[src/hdl/f2_sys_defines.svh]
`ifndef F2_SYS_DEFINES_SVH
`define F2_SYS_DEFINES_SVH

// CPU bus widths
`define F2_ADDR_W           24
`define F2_DATA_W           16
`define F2_SSP_W            32

// Save-state timing in clocks
`define SS_SETTLE_CYCLES    64
`define SS_HOLD_CYCLES      1000

// Handler stack pointer writes
`define SS_SSP_HI_ADDR      24'hff0000
`define SS_SSP_LO_ADDR      24'hff0002

`define SS_HANDLER_WORDS    13
`define SS_RESUME_HI        16'h00ff   // Restart entry in the handler
`define SS_RESUME_LO        16'h0008

`endif
[src/hdl/f2_sys_pkg.sv]
`default_nettype none

`include "f2_sys_defines.svh"

package f2_sys_pkg;

    typedef enum logic [3:0] {
        sst_idle,
        sst_start_save,
        sst_wait_save,
        sst_save_settle,
        sst_save_xfer,
        sst_restore_settle,
        sst_restore_xfer,
        sst_hold_reset,
        sst_wait_reset
    } ss_state_t;

    // Decoded CPU region
    typedef enum logic [3:0] {
        rgn_none,
        rgn_rom,
        rgn_work,
        rgn_screen,
        rgn_color,
        rgn_io,
        rgn_object,
        rgn_sound,
        rgn_ss_save,
        rgn_ss_reset,
        rgn_ss_vec
    } region_t;

    typedef struct packed {
        logic [`F2_ADDR_W-1:0] addr;   // Byte address of the word
        logic [1:0]            ds_n;   // Upper, lower
        logic                  rw;
        logic [`F2_DATA_W-1:0] wdata;
        logic [2:0]            fc;
    } cpu_bus_t;

    typedef struct packed {
        logic rom_n;
        logic work_n;
        logic screen_n;
        logic color_n;
        logic io_n;
        logic object_n;
        logic sound_n;
    } chip_sel_t;

    typedef struct packed {
        logic req;
        logic write;   // 1 for save
    } ss_xfer_t;

    typedef struct packed {
        logic vblank_n;
        logic dma_n;
        logic save;
    } irq_src_t;

endpackage

`default_nettype wire

[src/hdl/f2_sys_ctrl.sv]
`timescale 1ns/100ps
`default_nettype none

`include "f2_sys_defines.svh"

module f2_sys_ctrl (
    input  wire                       clk,
    input  wire                       reset,
    input  wire f2_sys_pkg::cpu_bus_t cpu,
    input  wire f2_sys_pkg::irq_src_t irq_src,
    input  wire                       ss_do_save,
    input  wire                       ss_do_restore,
    input  wire                       ss_ack,
    input  wire [`F2_SSP_W-1:0]       restore_ssp,
    output f2_sys_pkg::chip_sel_t     cs,
    output logic [`F2_DATA_W-1:0]     ss_data,
    output logic                      ss_data_sel,
    output logic [2:0]                ipl_n,
    output logic                      cpu_reset,
    output logic                      cpu_pause,
    output f2_sys_pkg::ss_xfer_t      ss_xfer,
    output logic [`F2_SSP_W-1:0]      saved_ssp,
    output f2_sys_pkg::ss_state_t     ss_state_out
);

    import f2_sys_pkg::*;

    region_t              region;
    logic                 restart;
    logic                 vector_load;
    logic [`F2_SSP_W-1:0] vector_ssp;
    logic                 timer_start;
    logic                 timer_long;
    logic                 timer_done;

    ////////////////////////////////////////////////////////////
    // CPU bus side

    cpu_addr_decode i_decode (
        .cpu     (cpu),
        .restart (restart),
        .cs      (cs),
        .region  (region)
    );

    ss_bus_rom i_bus_rom (
        .clk         (clk),
        .reset       (reset),
        .cpu         (cpu),
        .region      (region),
        .vector_load (vector_load),
        .vector_ssp  (vector_ssp),
        .ss_data     (ss_data),
        .ss_data_sel (ss_data_sel)
    );

    irq_ctrl i_irq (
        .clk     (clk),
        .reset   (reset),
        .cpu     (cpu),
        .irq_src (irq_src),
        .ipl_n   (ipl_n)
    );

    ////////////////////////////////////////////////////////////
    // Save-state control

    ss_sequencer i_seq (
        .clk           (clk),
        .reset         (reset),
        .cpu           (cpu),
        .ss_do_save    (ss_do_save),
        .ss_do_restore (ss_do_restore),
        .ss_ack        (ss_ack),
        .restore_ssp   (restore_ssp),
        .timer_done    (timer_done),
        .timer_start   (timer_start),
        .timer_long    (timer_long),
        .ss_xfer       (ss_xfer),
        .saved_ssp     (saved_ssp),
        .vector_load   (vector_load),
        .vector_ssp    (vector_ssp),
        .restart       (restart),
        .cpu_reset     (cpu_reset),
        .cpu_pause     (cpu_pause),
        .ss_state_out  (ss_state_out)
    );

    ss_settle_timer i_timer (
        .clk       (clk),
        .reset     (reset),
        .start     (timer_start),
        .long_hold (timer_long),
        .done      (timer_done)
    );

endmodule

`default_nettype wire

[src/hdl/irq_ctrl.sv]
`timescale 1ns/100ps
`default_nettype none

module irq_ctrl (
    input  wire                       clk,
    input  wire                       reset,
    input  wire f2_sys_pkg::cpu_bus_t cpu,
    input  wire f2_sys_pkg::irq_src_t irq_src,
    output logic [2:0]                ipl_n
);

    import f2_sys_pkg::*;

    localparam irq_src_t src_idle = '{vblank_n: 1'b1, dma_n: 1'b1, save: 1'b0};

    irq_src_t src_q;
    irq_src_t src_prev;
    logic     req5;
    logic     req6;
    logic     req7;
    logic     iack;
    logic     vbl_fall;
    logic     dma_rise;
    logic     save_rise;

    // Interrupt acknowledge cycle on the lower strobe
    assign iack = (&cpu.fc) && !cpu.ds_n[0];

    assign vbl_fall  = src_prev.vblank_n && !src_q.vblank_n;
    assign dma_rise  = !src_prev.dma_n && src_q.dma_n;
    assign save_rise = !src_prev.save && src_q.save;

    always_ff @(posedge clk) begin
        if (reset) begin
            src_q    <= src_idle;
            src_prev <= src_idle;
            req5     <= 1'b0;
            req6     <= 1'b0;
            req7     <= 1'b0;
        end else begin
            src_q    <= irq_src;
            src_prev <= src_q;

            if (vbl_fall) begin
                req5 <= 1'b1;
            end
            if (dma_rise) begin
                req6 <= 1'b1;
            end
            if (save_rise) begin
                req7 <= 1'b1;
            end

            // Clear wins over a new edge in the same clock
            if (iack && cpu.addr[3:1] == 3'd5) begin
                req5 <= 1'b0;
            end
            if (iack && cpu.addr[3:1] == 3'd6) begin
                req6 <= 1'b0;
            end
            if (iack && cpu.addr[3:1] == 3'd7) begin
                req7 <= 1'b0;
            end
        end
    end

    always_comb begin
        if (req7) begin
            ipl_n = ~3'd7;
        end else if (req6) begin
            ipl_n = ~3'd6;
        end else if (req5) begin
            ipl_n = ~3'd5;
        end else begin
            ipl_n = 3'b111;
        end
    end

endmodule

`default_nettype wire

[src/hdl/ss_bus_rom.sv]
`timescale 1ns/100ps
`default_nettype none

`include "f2_sys_defines.svh"

module ss_bus_rom (
    input  wire                       clk,
    input  wire                       reset,
    input  wire f2_sys_pkg::cpu_bus_t cpu,
    input  wire f2_sys_pkg::region_t  region,
    input  wire                       vector_load,
    input  wire [`F2_SSP_W-1:0]       vector_ssp,
    output logic [`F2_DATA_W-1:0]     ss_data,
    output logic                      ss_data_sel
);

    import f2_sys_pkg::*;

    // Save handler, entered through the level 7 autovector
    localparam logic [`F2_DATA_W-1:0] handler_rom [`SS_HANDLER_WORDS] = '{
        16'h48e7, 16'hfffe, 16'h4e6e, 16'h2f0e,
        16'h4df9, 16'h00ff, 16'h0000, 16'h2c8f,   // Restart lands at 0x8
        16'h2c5f, 16'h4e66, 16'h4cdf, 16'h7fff,
        16'h4e73
    };

    logic [`F2_DATA_W-1:0] reset_vec [4];
    logic                  vec_valid;
    logic [3:0]            rom_idx;

    assign rom_idx = cpu.addr[4:1];

    always_ff @(posedge clk) begin
        if (vector_load) begin
            reset_vec[0] <= vector_ssp[`F2_SSP_W-1:`F2_DATA_W];   // SSP
            reset_vec[1] <= vector_ssp[`F2_DATA_W-1:0];
            reset_vec[2] <= `SS_RESUME_HI;                      // PC
            reset_vec[3] <= `SS_RESUME_LO;
        end
    end

    always_ff @(posedge clk) begin
        if (reset) begin
            vec_valid <= 1'b0;
        end else if (vector_load) begin
            vec_valid <= 1'b1;
        end
    end

    always_comb begin
        ss_data     = '0;
        ss_data_sel = 1'b0;
        case (region)
            rgn_ss_save: begin
                ss_data_sel = 1'b1;
                if (rom_idx < 4'(`SS_HANDLER_WORDS)) begin
                    ss_data = handler_rom[rom_idx];
                end
            end
            rgn_ss_reset: begin
                ss_data_sel = 1'b1;
                if (vec_valid) begin
                    ss_data = reset_vec[cpu.addr[2:1]];
                end
            end
            rgn_ss_vec: begin
                ss_data_sel = 1'b1;
                ss_data     = cpu.addr[1] ? 16'h0000 : 16'h00ff;
            end
            default: begin
                ss_data_sel = 1'b0;
            end
        endcase
    end

endmodule

`default_nettype wire

[src/hdl/cpu_addr_decode.sv]
`timescale 1ns/100ps
`default_nettype none

module cpu_addr_decode (
    input  wire f2_sys_pkg::cpu_bus_t cpu,
    input  wire                     restart,
    output f2_sys_pkg::chip_sel_t   cs,
    output f2_sys_pkg::region_t     region
);

    import f2_sys_pkg::*;

    // Earlier items win, so the small windows come first
    always_comb begin
        region = rgn_none;
        if (cpu.ds_n != 2'b11) begin
            casez (cpu.addr)
                24'h00000?: region = restart ? rgn_ss_reset : rgn_rom;
                24'h00007c,
                24'h00007e: region = rgn_ss_vec;   // Level 7 autovector
                24'h0?????: region = rgn_rom;
                24'h1?????: region = rgn_work;
                24'h8?????: region = rgn_screen;
                24'h9?????: region = rgn_object;
                24'h2?????: region = rgn_color;
                24'h30????: region = rgn_io;
                24'h32????: region = rgn_sound;
                24'hff00??: region = rgn_ss_save;
                default:    region = rgn_none;
            endcase
        end
    end

    always_comb begin
        cs = '1;
        case (region)
            rgn_rom:    cs.rom_n = 1'b0;
            rgn_work:   cs.work_n = 1'b0;
            rgn_screen: cs.screen_n = 1'b0;
            rgn_color:  cs.color_n = 1'b0;
            rgn_io:     cs.io_n = 1'b0;
            rgn_object: cs.object_n = 1'b0;
            rgn_sound:  cs.sound_n = 1'b0;
            default:    cs = '1;   // Save-state regions have no device
        endcase
    end

endmodule

`default_nettype wire

[src/hdl/ss_sequencer.sv]
`timescale 1ns/100ps
`default_nettype none

`include "f2_sys_defines.svh"

module ss_sequencer (
    input  wire                     clk,
    input  wire                     reset,
    input  wire f2_sys_pkg::cpu_bus_t cpu,
    input  wire                     ss_do_save,
    input  wire                     ss_do_restore,
    input  wire                     ss_ack,
    input  wire [`F2_SSP_W-1:0]     restore_ssp,
    input  wire                     timer_done,
    output logic                    timer_start,
    output logic                    timer_long,
    output f2_sys_pkg::ss_xfer_t    ss_xfer,
    output logic [`F2_SSP_W-1:0]    saved_ssp,
    output logic                    vector_load,
    output logic [`F2_SSP_W-1:0]    vector_ssp,
    output logic                    restart,
    output logic                    cpu_reset,
    output logic                    cpu_pause,
    output f2_sys_pkg::ss_state_t   ss_state_out
);

    import f2_sys_pkg::*;

    ss_state_t state;
    logic      ssp_hi_wr;
    logic      ssp_lo_wr;
    logic      xfer_done;

    // Full-word writes from the handler
    assign ssp_hi_wr = (cpu.ds_n == 2'b00) && !cpu.rw && (cpu.addr == `SS_SSP_HI_ADDR);
    assign ssp_lo_wr = (cpu.ds_n == 2'b00) && !cpu.rw && (cpu.addr == `SS_SSP_LO_ADDR);

    assign xfer_done = !ss_xfer.req && !ss_ack;   // Last phase of the handshake

    ////////////////////////////////////////////////////////////
    // State machine

    always_ff @(posedge clk) begin
        if (reset) begin
            state       <= sst_idle;
            ss_xfer     <= '0;
            timer_start <= 1'b0;
            timer_long  <= 1'b0;
        end else begin
            timer_start <= 1'b0;
            case (state)
                sst_idle: begin
                    if (ss_do_restore) begin
                        state       <= sst_restore_settle;
                        timer_start <= 1'b1;
                        timer_long  <= 1'b0;
                    end else if (ss_do_save) begin
                        state <= sst_start_save;
                    end
                end

                sst_start_save: begin
                    if (ssp_hi_wr) begin
                        saved_ssp[31:16] <= cpu.wdata;
                        state            <= sst_wait_save;
                    end
                end

                sst_wait_save: begin
                    if (ssp_lo_wr) begin
                        saved_ssp[15:0] <= cpu.wdata;
                        state           <= sst_save_settle;
                        timer_start     <= 1'b1;
                        timer_long      <= 1'b0;
                    end
                end

                sst_save_settle: begin
                    if (timer_done) begin
                        ss_xfer <= '{req: 1'b1, write: 1'b1};
                        state   <= sst_save_xfer;
                    end
                end

                sst_save_xfer: begin
                    if (ss_xfer.req && ss_ack) begin
                        ss_xfer.req <= 1'b0;
                    end else if (xfer_done) begin
                        ss_xfer.write <= 1'b0;
                        state         <= sst_idle;
                    end
                end

                sst_restore_settle: begin
                    if (timer_done) begin
                        ss_xfer <= '{req: 1'b1, write: 1'b0};
                        state   <= sst_restore_xfer;
                    end
                end

                sst_restore_xfer: begin
                    if (ss_xfer.req && ss_ack) begin
                        ss_xfer.req <= 1'b0;
                        vector_ssp  <= restore_ssp;   // Valid with ack
                    end else if (xfer_done) begin
                        state       <= sst_hold_reset;
                        timer_start <= 1'b1;
                        timer_long  <= 1'b1;
                    end
                end

                sst_hold_reset: begin
                    if (timer_done) begin
                        state <= sst_wait_reset;
                    end
                end

                sst_wait_reset: begin
                    if (ssp_lo_wr) begin
                        state <= sst_idle;   // Restart handler is running
                    end
                end

                default: begin
                    state <= sst_idle;
                end
            endcase
        end
    end

    ////////////////////////////////////////////////////////////
    // Outputs

    assign vector_load = (state == sst_restore_xfer) && xfer_done;
    assign restart = (state == sst_hold_reset) || (state == sst_wait_reset);   // Vector at 0

    assign cpu_pause = (state == sst_save_settle) || (state == sst_save_xfer)
                    || (state == sst_restore_xfer);
    assign cpu_reset = reset || (state == sst_restore_settle) || (state == sst_hold_reset);

    assign ss_state_out = state;

endmodule

`default_nettype wire

[src/hdl/ss_settle_timer.sv]
`timescale 1ns/100ps
`default_nettype none

`include "f2_sys_defines.svh"

module ss_settle_timer (
    input  wire  clk,
    input  wire  reset,
    input  wire  start,
    input  wire  long_hold,
    output logic done
);

    localparam int cnt_w = $clog2(`SS_HOLD_CYCLES + 1);
    localparam logic [cnt_w-1:0] settle_cnt = cnt_w'(`SS_SETTLE_CYCLES);
    localparam logic [cnt_w-1:0] hold_cnt = cnt_w'(`SS_HOLD_CYCLES);

    logic [cnt_w-1:0] count;
    logic [cnt_w-1:0] target;
    logic             running;
    logic             long_q;

    assign target = long_q ? hold_cnt : settle_cnt;
    assign done = running && (count == target);

    always_ff @(posedge clk) begin
        if (reset) begin
            running <= 1'b0;
            long_q  <= 1'b0;
            count   <= '0;
        end else if (start) begin
            running <= 1'b1;
            long_q  <= long_hold;
            count   <= cnt_w'(1);    // First clock after start
        end else if (running) begin
            if (done) begin
                running <= 1'b0;     // Hold until next start
            end else begin
                count <= count + 1'b1;
            end
        end
    end

endmodule

`default_nettype wire

[config.mk]
export PLATFORM = sky130hd
export DESIGN_NAME = f2_sys_ctrl
export DESIGN_NICKNAME = d
export VERILOG_FILES = /design/src/hdl/f2_sys_pkg.sv /design/src/hdl/f2_sys_ctrl.sv /design/src/hdl/irq_ctrl.sv /design/src/hdl/ss_bus_rom.sv /design/src/hdl/cpu_addr_decode.sv /design/src/hdl/ss_sequencer.sv /design/src/hdl/ss_settle_timer.sv
export VERILOG_INCLUDE_DIRS = /design/src /design/src/hdl
export SDC_FILE = /design/constraint.sdc
export NUM_CORES = 1
export LEC_CHECK = 0
export BUFFER_PORTS_ARGS = -buffer_cell sky130_fd_sc_hd__buf_4
export CORE_MARGIN = 5
export CORE_UTILIZATION = 40
export CTS_CLUSTER_DIAMETER = 120
export DETAILED_ROUTE_END_ITERATION = 6
export PLACE_DENSITY_LB_ADDON = 0.15
export SYNTH_ARGS = -nofsm -noshare
export SYNTH_HDL_FRONTEND = slang
export SYNTH_HIERARCHICAL = 1
export SYNTH_SLANG_ARGS = --single-unit
[constraint.sdc]
create_clock -name clk -period 9.32 [get_ports clk]
set_input_delay 1.398 -clock clk [delete_from_list [all_inputs] [get_ports clk]]
set_output_delay 1.398 -clock clk [all_outputs]
set_load 0.02 [all_outputs]
## Word-level counts from Yosys, hierarchy flattened

Memory sizes are Yosys's and may differ from the RTL's.
Cells that the tools add are included.

- Bits in registers: 94
- Bits in writable memories: 64
- Memory bits (read-only): 256
- Logic and storage cells: 189
- Memories: 2

- Add/sub/neg operators: 1
- Magnitude comparators: 2
- Eq/ne operators: 48
- Mux-type cells: 60
- Bitwise gates (word level): 3
- Reduce and logical (&&, ||, !) cells: 51

Memory list:

| name | depth | width | rd ports | clocked after Yosys merged registers in | write ports | line | source |
|---|---|---|---|---|---|---|---|
| (name not given) | 16 | 16 | 1 | 0 | 0 | ss_bus_rom.sv:57 | `ss_data = handler_rom[rom_idx];` |
| i_bus_rom.reset_vec | 4 | 16 | 1 | 0 | 4 | ss_bus_rom.sv:27 | `` logic [`F2_DATA_W-1:0] reset_vec [4]; `` |

Operators with widths:

| operator | number |
|---|---|
| $mux W16 | 4 |
| $mux W4 | 14 |
| $eq A24 B24 Y1 const B | 2 |
| $eq A24 B7 Y1 const B | 2 |
| $pmux W16 S3 | 1 |
| $pmux W4 S9 | 1 |
| $eq A4 B3 Y1 const B | 8 |
| $pmux W4 S8 | 1 |
| $mux W1 | 27 |
| $eq A4 B4 Y1 const B | 6 |
| $eq A4 B2 Y1 const B | 5 |
| $logic_not A20 Y1 | 1 |
| $ne A2 B1 Y1 const B | 9 |
| $eq A16 B16 Y1 const B | 1 |
| $eq A8 B6 Y1 const B | 2 |
| $logic_and A1 B1 Y1 | 14 |
| $eq A4 B1 Y1 const B | 3 |
| $pmux W1 S3 | 4 |
| $reduce_and A3 Y1 | 4 |
| $reduce_or A2 Y1 | 6 |
| $reduce_and A11 Y1 | 1 |
| $add A10 B1 Y10 const B | 1 |
| $eq A10 B10 Y1 | 1 |
| $mux W10 | 1 |
| 21 further kinds | 46 |

## Logic depth before layout (Yosys ltp)

- Word-level depth: 8
- Depth in mapped cells: 12
- Gate-level depth less buffers: 11

## Cells and area by module

Netlist, hierarchy kept.

Modules (own cells, without submodules):

| module | instances | cells an instance | area each (sq um) |
|---|---|---|---|
| ss_sequencer | 1 | 156 | 2648.8 |
| ss_bus_rom | 1 | 154 | 1803.0 |
| ss_settle_timer | 1 | 74 | 638.1 |
| cpu_addr_decode | 1 | 55 | 350.3 |
| irq_ctrl | 1 | 32 | 312.8 |

## Least setup slack after synthesis

Ideal clock, no wire load.

- Path type: input port to output port
- From: input cpu[42] (netlist name)
- To: output ss_data[12]
- Data arrival time: 3.911 ns
- Required time: 7.922 ns
- Slack: 4.011 ns
- Cell stages on the path: 9
- Path buffers: 1
- Path through: buf_2 -> or4_4 -> nor4_4 -> nor3b_4 -> o21ai_0 -> a21oi_1 -> nand2b_4 -> or3_4 -> o32ai_1

- Longest elaborated chain between the ends: 6
- Elaborated cells between the ends (all ways): 19
- Those cells by class: eq/ne (12); mux (4); reduce/logical (3)

RTL lines:

| what | line | source |
|---|---|---|
| start, declared | f2_sys_ctrl.sv:9 | `input wire f2_sys_pkg::cpu_bus_t cpu,` |
| $eq A16 B16 Y1, or another cell as far along | cpu_addr_decode.sv:17 | `casez (cpu.addr)` |
| $pmux W4 S8 / $reduce_or A2 Y1 (equally long branches) | cpu_addr_decode.sv:17 |  |
| $pmux W4 S2 (*) | cpu_addr_decode.sv:17 |  |
| $mux W4 (*) | cpu_addr_decode.sv:16 | `if (cpu.ds_n != 2'b11) begin` |
| via region[3] | f2_sys_ctrl.sv:28 | `region_t region;` |
| $eq A4 B4 Y1 | ss_bus_rom.sv:53 | `case (region)` |
| $pmux W16 S3 (*) | ss_bus_rom.sv:53 |  |
| end, declared | f2_sys_ctrl.sv:16 | `` output logic [`F2_DATA_W-1:0] ss_data, `` |

Mark *: on every way through the listed nets, which the timed path passes. The rest lies on a longest branch.

## Worst setup path after layout

- From: input cpu[38] (netlist name)
- To: output ss_data[0]

- Longest elaborated chain between the ends: 6
- Elaborated cells between the ends (all ways): 14
- Those cells by class: eq/ne (8); mux (4); reduce/logical (2)

RTL lines:

| what | line |
|---|---|
| $eq A16 B16 Y1, or another cell as far along | cpu_addr_decode.sv:17 |
| $pmux W4 S8 / $reduce_or A2 Y1 (equally long branches) | cpu_addr_decode.sv:17 |
| $pmux W4 S2 (*) | cpu_addr_decode.sv:17 |
| $mux W4 (*) | cpu_addr_decode.sv:16 |
| via region[3] | f2_sys_ctrl.sv:28 |
| $eq A4 B4 Y1 | ss_bus_rom.sv:53 |
| $pmux W16 S3 (*) | ss_bus_rom.sv:53 |

Marks and branches as above.

==> results by group <==
Clock tree
  • Clock slew at the register clock pins of the worst setup and hold paths: 50 ps
  • Max clock buf depth: 2
  • CTS Sinks: 126
  • Cts bufs inserted: 17
  • CTS hold repair buffers: 0
  • CTS H-tree depth: 4
  • TritonCTS clock tree: yes
  • Clock latency on the worst-skew pair: 400 ps
  • # Post-CTS Setup Buffers: 0
  • PostCTS Resize Cnt: 0
  • Clock Root Buffer: clkbuf_16

Power
  • Part of the power in registers: 42.7%
  • Clk network pwr share: 46.0%
  • Pwr/cell area: 194 nW/um2
  • Int Pwr: 1140 uW
  • Static leakage: 0.00291 uW
  • Switching part of the total: 23.5%
  • Comb pwr share: 11.3%
  • Overall Power: 1480 uW
  • Max rail drop VDD: 0.000217 V
  • Psw: 349 uW

STA
  • Least-Margin Pin Slew: 784 ps
  • Fin crit share: 60.0%
  • Slew HR: 47.6%
  • Final Hold Vio Count: 0
  • Final Setup Violations: 0
  • RSZ-0062 raised after global routing: false
  • Setup ws final: 3720 ps
  • Min Tclk post-route: 5600 ps
  • Hold WS: 417 ps
  • Skew final: 5.41 ps
  • Slew Limit Fails: 0
  • Fmax: 179 MHz
  • Setup TNS: 0 ps

Synth
  • Synth warn: 6
  • Syn Std Cell Area: 5750 um2
  • Post-synthesis sequential element count: 126
  • Number of flops mapped to enable cells by yosys: 96
  • Post-synth ARST share: 0%
  • Syn_nets: 565
  • Area leader, netlist: edfxtp_1
  • Top cells by area, synth: edfxtp_1 (50%), dfxtp_1 (10%), mux2i_1 (3.3%)
  • Cells after Synth: 471
  • Synth cell types: 74
  • Fraction of the yosys area taken by sequential cells: 60.5%
  • Predominant post-synthesis flop cell: edfxtp_1
  • Yosys top cell area share: 50.1%
  • Avg Synthesized Cell Area: 12.2 um2

Die
  • Initial core utilization: 41.1%
  • Die Y: 130 um
  • IO Pins: 153
  • CORE AREA: 14000 um2
  • Die Footprint: 16900 um2
  • Rows: 43
  • Die W: 130 um

Placed design
  • Pre-CTS setup slack: 3780 ps
  • DP Area: 7050 um2
  • Number of I/O port buffers: 152
  • Routability Congestion: 0.832
  • Placed wire-length estimate: 9.75 mm

Setup path
  • CP startpoint: cpu[38]
  • R2R cell count: 8
  • CP Capture Type: primary output
  • Critical Path End: ss_data[0]
  • Worst-path maximum fanout: 10
  • Reg2reg setup slack: 7230 ps
  • Critical path type: in -> out
  • Critical path arrival: 4200 ps
  • CP Data Required Time: 7920 ps
  • Reg2Reg Launch Point: i_timer/count[0]
  • R2R Path End: i_seq/ss_state_out[0]
  • Worst Setup Start Kind: input port

GRT
  • GR Util All Layers: 16.2%
  • Largest net degree at the start of global routing: 39
  • First-pass GRT wire length: 21.1 mm
  • Grt ovf: 0
  • Vias in the first global route: 4272
  • Initial antenna violation count: 0

Drt
  • Via count: 4304
  • First-pass iteration count of the detailed router: 5
  • Vias per cell: 5.24
  • Routed WL per cell: 16.4 um
  • DR iter-0 viols: 249
  • Drt total wl: 13.5 mm
  • ANT nets after route: 0
  • Residual DRC: 0

Status
  • Status: finished, final reports clean

Layout
  • P&R area growth vs syn: 33.2%
  • ANT cells: 0
  • Share of cells above drive strength 1: 34.3%
  • Finished Cell Area: 7660 um2
  • Fin nets: 722
  • FILL cells: 1226

Min path
  • HP Class: reg -> reg

Run
  • Max_cap viols: 0
==> power groups by stage <==
stage               logic, uW  registers (uW)  clock network [uW]
global route              183             638                 727
floorplan                 111             636                   0
detailed placement        167             646                   0
finish                    168             634                 683
CTS                       169             635                 701
global placement          164             645                   0
==> cell families (layout without fill, tap and decap cells) <==
group,after synthesis,count (layout),share of synthesized area [%]
adders and majority gates,8,8,1.74
and+or+nand+nor,186,186,19.9
AOI/OAI and AO/OA,95,95,10.6
xor gates and xnor gates,6,6,0.913
DFF,126,126,60.5
muxes,19,19,3.31
buffers and inverters,31,201,2.96
==> stage by stage <==
stage / std cells / utilization, %
after floorplan: 471 / -
after global routing: 821 / 54.8
after global placement: 789 / 50.4
after detailed placement: 789 / 50.4
final: 821 / 54.8
after CTS: 821 / 54.8
==> critical path: stages <==
cell and delay (ps):
buf_4 130, or3_1 480, nor4_4 300, nor3b_4 260, o21ai_0 110, a21oi_1 240, nand2b_4 120, nor3_2 520
nand2_1 160, o21ai_0 280, buf_4 190
==> routing by layer <==
metal	GRT usage, %	wire length (um)	vias up
met5	0	0	-
met4	5.75	193	0
met3	4.87	884	12
met2	27.0	6780	147
met1	20.2	5640	2042
li1	-	-	2103
==> Yosys cell counts (all sizes together) (9+ instances only) <==
master,n
dfxtp,30
mux2i,19
buf,17
nand4,11
nor3,17
inv,13
nor2b,12
or3,10
a21oi,24
nand2b,9
o21ai,36
nand2,39
nor2,38
edfxtp,96
==> sequential cells by signal, indices dropped and copies added, names as in the netlist <==
name                 flops
i_seq/timer_long         1
i_irq/src_q              3
i_bus_rom/reset_vec     32
i_bus_rom/vec_valid      1
i_seq/saved_ssp         32
i_seq/vector_ssp        32
i_irq/req6               1
i_irq/src_prev           3
i_seq/ss_state_out       4
i_timer/running          1
i_timer/long_q           1
i_seq/ss_xfer            2
i_irq/req5               1
i_timer/count           10
i_seq/timer_start        1
i_irq/req7               1
==> layout by cell type, fill, tap and decap left out, types with 3 or more instances in the layout <==
cell	instances
nand2_1	37
nor4_1	4
bufinv_16	4
edfxtp_1	96
or2b_1	3
nor2b_1	12
dfxtp_1	30
or2_2	4
inv_6	3
xor2_1	4
nor2_1	37
o21ai_0	25
a21oi_1	22
buf_4	156
nor3_1	11
o211ai_1	3
nand4_1	10
inv_1	12
or3_1	9
nor3_2	4
nand3b_1	6
a311oi_1	3
or4_1	3
clkbuf_16	17
o22ai_1	3
a211oi_1	3
nand3_1	8
mux2i_1	19
a221o_2	3
nand2b_1	7
a21o_1	3
nor4_4	3
ha_1	8
o21ai_1	11
==> worst min-delay path by stage <==
| stage | endpoint | start | cells after the start |
|---|---|---|---|
| 2_1_floorplan | i_bus_rom/reset_vec[0][0] | i_seq/vector_ssp[16] | 0 |
| 3_3_place_gp | i_bus_rom/reset_vec[1][9] | i_seq/vector_ssp[9] | 0 |
| 3_5_place_dp | i_bus_rom/reset_vec[0][15] | i_seq/vector_ssp[31] | 0 |
| 4_1_cts | i_bus_rom/reset_vec[0][0] | i_seq/vector_ssp[16] | 0 |
| 5_1_grt | i_bus_rom/reset_vec[1][15] | i_seq/vector_ssp[15] | 0 |
| 6_report | i_bus_rom/reset_vec[0][10] | i_seq/vector_ssp[26] | 0 |
==> layout make-up <==
class / instances / area [um2] / share of cell area [%]
Clock buffer: 18 / 429 / 5.60
Clock inverter: 14 / 189 / 2.46
Inverter: 13 / 48.8 / 0.637
Multi-Input combinational cell: 314 / 2120 / 27.6
Sequential cell: 126 / 3480 / 45.4
Tap cell: 180 / 225 / 2.94
Timing Repair Buffer: 156 / 1170 / 15.3
Power figures use the tool's default switching activity.
